==> config.mk <==
export PLATFORM = sky130hd
export DESIGN_NAME = draw_top
export DESIGN_NICKNAME = d
export VERILOG_FILES = /design/src/common/draw_pkg.sv /design/src/draw_raster/bitmap_addr.sv /design/src/draw_raster/draw_rasterizer.sv /design/src/framebuffer/framebuffer.sv /design/src/logic/draw_top.sv
export SDC_FILE = /design/constraint.sdc
export NUM_CORES = 2
export LEC_CHECK = 0
export CAP_MARGIN = 20
export CORE_ASPECT_RATIO = 1.75
export CORE_MARGIN = 4
export CORE_UTILIZATION = 53
export DETAILED_ROUTE_END_ITERATION = 8
export DONT_BUFFER_PORTS = 1
export PLACE_DENSITY = 0.68
export SLEW_MARGIN = 20
export SYNTH_ARGS = -nofsm -noshare
export SYNTH_HDL_FRONTEND = slang
export SYNTH_SLANG_ARGS = --single-unit
==> constraint.sdc <==
create_clock -name clk_sys -period 14.5 [get_ports clk_sys]
set_input_delay 0.725 -clock clk_sys [delete_from_list [all_inputs] [get_ports clk_sys]]
set_output_delay 0.725 -clock clk_sys [all_outputs]
set_load 0.01 [all_outputs]
==> src/common/draw_pkg.sv <==
// drawing subsystem shared definitions
// coordinate and colour widths, command opcodes, rasterizer states

package draw_pkg;

    // datapath widths
    localparam int CORDW = 16;  // signed coordinate width
    localparam int CIDXW = 4;   // colour index width

    // host command opcode
    typedef enum logic {
        op_line  = 1'b0,  // bresenham line x0,y0 to x1,y1
        op_clear = 1'b1   // fill whole bitmap with one colour
    } draw_op_e;

    // rasterizer FSM
    // st_line and st_clear both hold until the queue has drained,
    // so the host sees busy until every pixel is in memory
    typedef enum logic [1:0] {
        st_idle  = 2'd0,  // waiting for a command
        st_line  = 2'd1,  // stepping along a line
        st_clear = 2'd2   // row-major sweep of the bitmap
    } raster_state_e;

endpackage

==> src/draw_raster/bitmap_addr.sv <==
// pixel address stage: signed coordinate to linear framebuffer address
// three registered stages, bounds clip flag travels with the pixel

`timescale 1ns/1ps

module bitmap_addr import draw_pkg::*; #(
    parameter int FB_WIDTH  = 32,
    parameter int FB_HEIGHT = 24,
    parameter int ADDRW     = 10
) (
    input  logic                    clk_sys,
    input  logic                    rst_sys,
    input  logic                    pix_valid,
    input  logic signed [CORDW-1:0] pix_x,
    input  logic signed [CORDW-1:0] pix_y,
    input  logic [CIDXW-1:0]        pix_cidx,
    output logic                    wr_valid,
    output logic [ADDRW-1:0]        wr_addr,
    output logic                    wr_clip,   // outside bitmap, address meaningless
    output logic [CIDXW-1:0]        wr_cidx
);

    // stage 1: registered inputs and bounds check
    logic signed [CORDW-1:0] s1_x, s1_y;
    logic                    s1_valid, s1_clip;
    logic [CIDXW-1:0]        s1_cidx;
    // stage 2: row base
    logic [ADDRW-1:0]        s2_row, s2_x;
    logic                    s2_valid, s2_clip;
    logic [CIDXW-1:0]        s2_cidx;

    always_ff @(posedge clk_sys) begin
        s1_x    <= pix_x;
        s1_y    <= pix_y;
        s1_cidx <= pix_cidx;
        s1_clip <= (pix_x < 0) || (pix_x >= CORDW'(FB_WIDTH))
                || (pix_y < 0) || (pix_y >= CORDW'(FB_HEIGHT));

        s2_row  <= ADDRW'(s1_y * FB_WIDTH);  // y times width
        s2_x    <= ADDRW'(s1_x);
        s2_cidx <= s1_cidx;
        s2_clip <= s1_clip;

        wr_addr <= s2_row + s2_x;  // stage 3
        wr_cidx <= s2_cidx;
        wr_clip <= s2_clip;
    end

    // valid shift, only control bits see reset
    always_ff @(posedge clk_sys) begin
        if (rst_sys) begin
            s1_valid <= 1'b0;
            s2_valid <= 1'b0;
            wr_valid <= 1'b0;
        end else begin
            s1_valid <= pix_valid;
            s2_valid <= s1_valid;
            wr_valid <= s2_valid;
        end
    end

endmodule

==> src/draw_raster/draw_rasterizer.sv <==
// rasterizer: takes host commands and emits one pixel per cycle
// bresenham stepping for lines, row-major sweep for clear, credit gated

`timescale 1ns/1ps

module draw_rasterizer import draw_pkg::*; #(
    parameter int FB_WIDTH  = 32,
    parameter int FB_HEIGHT = 24,
    parameter int WQ_DEPTH  = 4
) (
    input  logic                    clk_sys,
    input  logic                    rst_sys,
    input  logic                    cmd_valid,
    output logic                    cmd_ready,
    input  draw_op_e                cmd_op,
    input  logic signed [CORDW-1:0] cmd_x0,
    input  logic signed [CORDW-1:0] cmd_y0,
    input  logic signed [CORDW-1:0] cmd_x1,
    input  logic signed [CORDW-1:0] cmd_y1,
    input  logic [CIDXW-1:0]        cmd_cidx,
    input  logic                    credit_ret,  // one per retired queue entry
    output logic                    pix_valid,
    output logic signed [CORDW-1:0] pix_x,
    output logic signed [CORDW-1:0] pix_y,
    output logic [CIDXW-1:0]        pix_cidx,
    output logic                    busy
);

    localparam int EW  = CORDW + 4;           // error term, room for 2*err
    localparam int CRW = $clog2(WQ_DEPTH + 1);

    raster_state_e           state;
    logic [CRW-1:0]          credits;
    logic                    drain;           // last pixel sent, waiting on credits
    logic signed [CORDW-1:0] x, y;            // current position
    logic signed [CORDW-1:0] x_end, y_end;    // line end point
    logic signed [EW-1:0]    dx, dy, err;     // dy held negative
    logic                    sx_neg, sy_neg;  // step direction
    logic [CIDXW-1:0]        cidx;

    logic signed [EW-1:0]    span_x, span_y, adx, ady, e2;
    logic                    move_x, move_y, last_pix, take;

    assign take      = cmd_valid && cmd_ready;
    assign cmd_ready = (state == st_idle);
    assign busy      = (state != st_idle);
    assign pix_valid = (state != st_idle) && !drain && (credits != '0);
    assign pix_x     = x;
    assign pix_y     = y;
    assign pix_cidx  = cidx;

    always_comb begin
        span_x = EW'(cmd_x1) - EW'(cmd_x0);  // sign-extended difference
        span_y = EW'(cmd_y1) - EW'(cmd_y0);
        adx    = (span_x < 0) ? -span_x : span_x;
        ady    = (span_y < 0) ? -span_y : span_y;
        e2     = err <<< 1;
        move_x = (e2 >= dy);
        move_y = (e2 <= dx);
        if (state == st_line)
            last_pix = (x == x_end) && (y == y_end);
        else  // clear ends on bottom right corner
            last_pix = (x == CORDW'(FB_WIDTH - 1)) && (y == CORDW'(FB_HEIGHT - 1));
    end

    // control
    always_ff @(posedge clk_sys) begin
        if (rst_sys) begin
            state   <= st_idle;
            credits <= CRW'(WQ_DEPTH);
            drain   <= 1'b0;
        end else begin
            credits <= credits + CRW'(credit_ret) - CRW'(pix_valid);
            case (state)
                st_idle: begin
                    if (take) begin
                        state <= (cmd_op == op_line) ? st_line : st_clear;
                        drain <= 1'b0;
                    end
                end
                st_line, st_clear: begin
                    if (pix_valid && last_pix) drain <= 1'b1;
                    if (drain && credits == CRW'(WQ_DEPTH)) state <= st_idle;  // all retired
                end
                default: state <= st_idle;
            endcase
        end
    end

    // position and bresenham terms
    always_ff @(posedge clk_sys) begin
        if (take) begin
            cidx   <= cmd_cidx;
            x_end  <= cmd_x1;
            y_end  <= cmd_y1;
            dx     <= adx;
            dy     <= -ady;
            err    <= adx - ady;
            sx_neg <= (span_x < 0);
            sy_neg <= (span_y < 0);
            if (cmd_op == op_line) begin
                x <= cmd_x0;
                y <= cmd_y0;
            end else begin  // sweep starts top left
                x <= '0;
                y <= '0;
            end
        end else if (pix_valid && !last_pix) begin
            if (state == st_line) begin
                err <= err + (move_x ? dy : EW'(0)) + (move_y ? dx : EW'(0));
                if (move_x) x <= sx_neg ? x - 2'sd1 : x + 2'sd1;
                if (move_y) y <= sy_neg ? y - 2'sd1 : y + 2'sd1;
            end else if (x == CORDW'(FB_WIDTH - 1)) begin
                x <= '0;  // next row
                y <= y + 2'sd1;
            end else begin
                x <= x + 2'sd1;
            end
        end
    end

    // returned credits never push the count above the queue depth
    a_credit_max: assert property (@(posedge clk_sys) disable iff (rst_sys)
        credits <= CRW'(WQ_DEPTH));

    // spending the last credit with none coming back stalls the next cycle
    a_pix_credit: assert property (@(posedge clk_sys) disable iff (rst_sys)
        pix_valid && credits == CRW'(1) && !credit_ret |=> !pix_valid);

endmodule

==> src/framebuffer/framebuffer.sv <==
// framebuffer: small write queue in front of the pixel memory
// host reads win over queue pops, each retired entry returns a credit

`timescale 1ns/1ps

module framebuffer import draw_pkg::*; #(
    parameter int FB_WIDTH  = 32,
    parameter int FB_HEIGHT = 24,
    parameter int ADDRW     = 10,
    parameter int WQ_DEPTH  = 4
) (
    input  logic             clk_sys,
    input  logic             rst_sys,
    input  logic             wr_valid,
    input  logic [ADDRW-1:0] wr_addr,
    input  logic             wr_clip,
    input  logic [CIDXW-1:0] wr_cidx,
    input  logic             rd_en,
    input  logic [ADDRW-1:0] rd_addr,
    output logic [CIDXW-1:0] rd_data,     // one cycle after rd_en
    output logic             credit_ret
);

    localparam int PIXELS = FB_WIDTH * FB_HEIGHT;
    localparam int PTRW   = (WQ_DEPTH > 1) ? $clog2(WQ_DEPTH) : 1;
    localparam int CNTW   = $clog2(WQ_DEPTH + 1);

    logic [ADDRW-1:0] q_addr [WQ_DEPTH];
    logic             q_clip [WQ_DEPTH];
    logic [CIDXW-1:0] q_cidx [WQ_DEPTH];
    logic [PTRW-1:0]  wr_ptr, rd_ptr;
    logic [CNTW-1:0]  q_count;
    logic             pop;
    logic [CIDXW-1:0] mem [PIXELS];

    function automatic logic [PTRW-1:0] ptr_inc(input logic [PTRW-1:0] p);
        return (p == PTRW'(WQ_DEPTH - 1)) ? '0 : p + 1'b1;  // wrap at depth
    endfunction

    assign pop = (q_count != '0) && !rd_en;  // read port has priority

    always_ff @(posedge clk_sys) begin
        if (rst_sys) begin
            wr_ptr     <= '0;
            rd_ptr     <= '0;
            q_count    <= '0;
            credit_ret <= 1'b0;
        end else begin
            if (wr_valid) wr_ptr <= ptr_inc(wr_ptr);
            if (pop) rd_ptr <= ptr_inc(rd_ptr);
            q_count    <= q_count + CNTW'(wr_valid) - CNTW'(pop);
            credit_ret <= pop;  // clipped entries return credit too
        end
    end

    // queue storage
    always_ff @(posedge clk_sys) begin
        if (wr_valid) begin
            q_addr[wr_ptr] <= wr_addr;
            q_clip[wr_ptr] <= wr_clip;
            q_cidx[wr_ptr] <= wr_cidx;
        end
    end

    // pixel memory, one write and one read port
    always_ff @(posedge clk_sys) begin
        if (pop && !q_clip[rd_ptr]) mem[q_addr[rd_ptr]] <= q_cidx[rd_ptr];
        if (rd_en) rd_data <= mem[rd_addr];
    end

    // rasterizer credits must keep the queue from overflowing
    a_no_overflow: assert property (@(posedge clk_sys) disable iff (rst_sys)
        wr_valid |-> q_count != CNTW'(WQ_DEPTH));

endmodule

==> src/logic/draw_top.sv <==
// drawing subsystem top level
// rasterizer, address pipeline and framebuffer on one clock

`timescale 1ns/1ps

module draw_top import draw_pkg::*; #(
    parameter int   FB_WIDTH  = 32,
    parameter int   FB_HEIGHT = 24,
    parameter int   WQ_DEPTH  = 4,
    localparam int  ADDRW     = $clog2(FB_WIDTH * FB_HEIGHT)
) (
    input  logic                    clk_sys,
    input  logic                    rst_sys,
    input  logic                    cmd_valid,
    output logic                    cmd_ready,
    input  draw_op_e                cmd_op,
    input  logic signed [CORDW-1:0] cmd_x0,
    input  logic signed [CORDW-1:0] cmd_y0,
    input  logic signed [CORDW-1:0] cmd_x1,
    input  logic signed [CORDW-1:0] cmd_y1,
    input  logic [CIDXW-1:0]        cmd_cidx,
    input  logic                    rd_en,
    input  logic [ADDRW-1:0]        rd_addr,
    output logic [CIDXW-1:0]        rd_data,
    output logic                    busy
);

    logic                    pix_valid, wr_valid, wr_clip, credit_ret;
    logic signed [CORDW-1:0] pix_x, pix_y;
    logic [CIDXW-1:0]        pix_cidx, wr_cidx;
    logic [ADDRW-1:0]        wr_addr;

    draw_rasterizer #(
        .FB_WIDTH(FB_WIDTH), .FB_HEIGHT(FB_HEIGHT), .WQ_DEPTH(WQ_DEPTH)
    ) u_raster (
        .clk_sys, .rst_sys, .cmd_valid, .cmd_ready, .cmd_op,
        .cmd_x0, .cmd_y0, .cmd_x1, .cmd_y1, .cmd_cidx, .credit_ret,
        .pix_valid, .pix_x, .pix_y, .pix_cidx, .busy
    );

    bitmap_addr #(  // fixed 3 cycle latency
        .FB_WIDTH(FB_WIDTH), .FB_HEIGHT(FB_HEIGHT), .ADDRW(ADDRW)
    ) u_addr (
        .clk_sys, .rst_sys, .pix_valid, .pix_x, .pix_y, .pix_cidx,
        .wr_valid, .wr_addr, .wr_clip, .wr_cidx
    );

    framebuffer #(
        .FB_WIDTH(FB_WIDTH), .FB_HEIGHT(FB_HEIGHT), .ADDRW(ADDRW), .WQ_DEPTH(WQ_DEPTH)
    ) u_fb (
        .clk_sys, .rst_sys, .wr_valid, .wr_addr, .wr_clip, .wr_cidx,
        .rd_en, .rd_addr, .rd_data, .credit_ret
    );

endmodule

==> impl_results.md <==
- Status: finished, final reports clean
- Critical path fanouts, max: 18
- Placed cell area: around 140000 um2
- Vias per cell: between 6 and 7
- Count leader, synth: edfxtp_1
- Post-CTS Setup Inserts: 0
- Leakage: approximately 0.047 uW
- Hold Buf Count CTS: 39
- Post-placement cell count: ~10000
- CP startpoint: u_raster.err[0]
- Vias: 67989
- # IOs: 89
- YS warnings: 0
- Design Area, Final: 150900 um2
- Clock Tree Buf Depth: 4
- Fin crit share: 43.26%
- Synth-to-layout area growth: 10.18%
- Nets: roughly 7300
- Cell Count, Final, Fillers Out: between 10000 and 15000
- Sequential share of the synthesized area: 72.69%
- Pre-antenna DRT Iters: 6
- Hold Crit Class: in -> reg
- Detail Route Antenna Nets: 0
- VDD IR max: roughly 0.00012 V
- Pwr Density: 150.7 nW/um2
- Reg2Reg Setup Slack: a little over 8000 ps
- Core area: 256700 um2
- Total negative slack: 0 ps
- CP required: roughly 15000 ps
- Root Buffer: clkbuf_16
- Sink Count: between 3000 and 4000
- Final Critical Period: roughly 6300 ps
- Post-DR wirelength/cell: around 32 um
- Port buffer count: 0
- Relative slew margins: under 10%
- Clock Latency Late Sink: ~870 ps
- Reg-to-Reg End: u_raster.err[17]
- Num CTS Buffers: between 200 and 300
- Cells after synthesis: between 7000 and 8000
- Fillers: 18496
- First-pass GRT wire length: just under 500000 um
- Slew @ Worst Pin: about 1500 ps
- Starting Density: 53.34%
- Die height: between 600 and 700 um
- Reg clk slew, reported paths: around 70 ps
- Row count: approximately 250
- Reg2Reg Launch Point: u_raster.err[0]
- GPL Wtd Cong: 0.9360
- Crit path capture type: flop
- Cells on worst reg2reg path: 25
- Final WL: 335800 um
- DRC: 0
- DRT iter0 DRCs: slightly above 7000
- Post-synth top cells: edfxtp_1 (3265), mux4_2 (1026), nor2_1 (879), clkbuf_1 (312), nand2_1 (199)
- Worst Path Arrival: just under 7000 ps
- Fmax: 0.1594 GHz
- RSZ-0062 raised after global routing: false
- Hold Vio Cnt, Final: 0
- Initial antenna violation count: 9
- Hold slack final: around 74 ps
- GRT Util Overall: around a quarter
- Setup violations, final: 0
- Top cell type's share of synthesized area: 71.61%
- Netlist Area Pre-Place: 136900 um2
- CP Launch Type: flop
- Htree depth: 5
- Count of pins over their slew limit: 0
- Synth area leader: edfxtp_1
- Post-cts sizing count: 0
- Post-synthesis average cell area: approximately 19 um2
- Post-Route Skew: 47.25 ps
- FFs w/ async S/R, synth: 0%
- Area of the die: between 200000 and 300000 um2
- Distinct cells, synth: 91
- Largest net degree at the start of global routing: between 700 and 800
- Max-Cap Viols: 0
- GRT overflow: 0
- Final HPWL from detailed placement: around 200000 um
- Main flop type after synthesis: edfxtp_1
- CTS tree: built
- Worst setup endpoint: u_raster.err[17]
- Share of layout cells above drive strength 1: a little under a quarter
- Vias in the first global route: roughly 70000
- EDFF count, synth: approximately 3300
- Die X: 392.2 um
- Yosys reg bits: approximately 3300
- WS Path Type: reg -> reg
- Top cells by area, synth: edfxtp_1 (72%), mux4_2 (17%), nor2_1 (2.4%)
==> where the power goes <==
group	internal, uW	switching (uW)	total, uW
sequential	11400	142	11500
clock	4470	3480	7940
combinational	1080	2200	3280
==> cells by family (layout without fill, tap and decap cells) <==
family                     Yosys count  after routing  synth area share [%]
DFF                               3339           3339                 72.69
and+or+nand+nor                   1380           1380                 4.297
muxes                             1039           1039                 16.98
buffers and inverters              605            860                 1.691
AOI/OAI and AO/OA                  363            363                 1.804
adders and majority gates          156            156                 1.563
xor gates and xnor gates           151            151                0.9714
other                                2             12              0.005485
==> routing by layer <==
metal	share of wire (%)	global-route usage, %	wire length (um)
met1	34	30.35	113800
met4	4.9	10.97	16510
met5	0	0	0
met2	55	46.11	184000
met3	6.4	3.289	21460
==> placed cells by master (no fill, tap or decap), types with 52 or more instances in the layout <==
cell | Yosys | routed
dfxtp_1 | 74 | 74
nand2_1 | 199 | 172
xnor2_1 | 79 | 79
nor2_1 | 879 | 877
edfxtp_1 | 3265 | 3265
clkbuf_16 | 0 | 310
mux4_2 | 1026 | 1022
a21oi_1 | 80 | 79
inv_1 | 181 | 181
buf_4 | 0 | 94
o21ai_0 | 88 | 87
xor2_1 | 71 | 71
ha_1 | 131 | 131
clkinv_1 | 1 | 52
==> cell type report <==
cell class | instances | area, um2 | share of cell area (%)
multi-input combinational | 3094 | 35250 | 23.36
tap | 3348 | 4189 | 2.777
sequential | 3339 | 99530 | 65.97
antenna | 7 | 17.52 | 0.01161
inverter | 183 | 689.4 | 0.4570
timing repair buffer | 150 | 1526 | 1.012
clock buffer | 355 | 7926 | 5.254
clock inverter | 172 | 1740 | 1.154
==> worst min-delay path by stage <==
stage | cells past startpoint | slack, ps | startpoint | endpoint
finish | 1 | 70 | cmd_x0[14] | u_raster.pix_x[14]
floorplan | 0 | 310 | u_addr.s1_cidx[0] | u_addr.s2_cidx[0]
detailed placement | 0 | 310 | u_addr.s1_x[6] | u_addr.s2_x[6]
global placement | 0 | 310 | u_addr.s1_x[0] | u_addr.s2_x[0]
CTS | 1 | 0.8 | cmd_x0[14] | u_raster.pix_x[14]
global route | 1 | 50 | cmd_x0[14] | u_raster.pix_x[14]
==> worst max-delay path, stage by stage (launching register included) <==
cell	delay, ps
edfxtp_1	440
ha_1	310
nor2b_1	160
o31ai_1	220
a21oi_1	100
o21ai_0	550
nand2b_1	120
a211o_1	340
nand2_1	70
buf_4	260
nand2_1	100
fa_1	440
inv_1	80
ha_1	180
inv_1	70
fa_1	460
nor2b_1	120
o21ai_0	110
a21oi_1	380
o21bai_1	160
a21oi_1	340
nor3_1	140
o41ai_1	440
xor2_1	140
o21ai_0	150
o21ai_0	100
==> flip-flops by register name, summed over array words and instances (netlist names), 5 cells and up, named ones only <==
register,count
u_addr.s1_y,5
u_raster.y_end,16
u_fb.q_cidx,16
u_addr.s2_x,10
u_fb.mem,3072
u_fb.q_addr,40
u_raster.dx,20
u_addr.wr_addr,10
u_raster.pix_y,16
u_raster.err,19
u_raster.x_end,16
u_raster.pix_x,16
u_addr.s1_x,10
u_addr.s2_row,5
u_raster.dy,20
==> through the flow <==
stage / setup WS (ps) / power [uW] / utilization, %
floorplan: 6764 / 14030 / -
global placement: 7982 / 14830 / 54.70
detailed placement: 7983 / 14890 / 54.70
CTS: 8198 / 22770 / 58.62
global route: 7752 / 23580 / 58.76
finish: 8227 / 22740 / 58.77
Power figures use the tool's default switching activity.
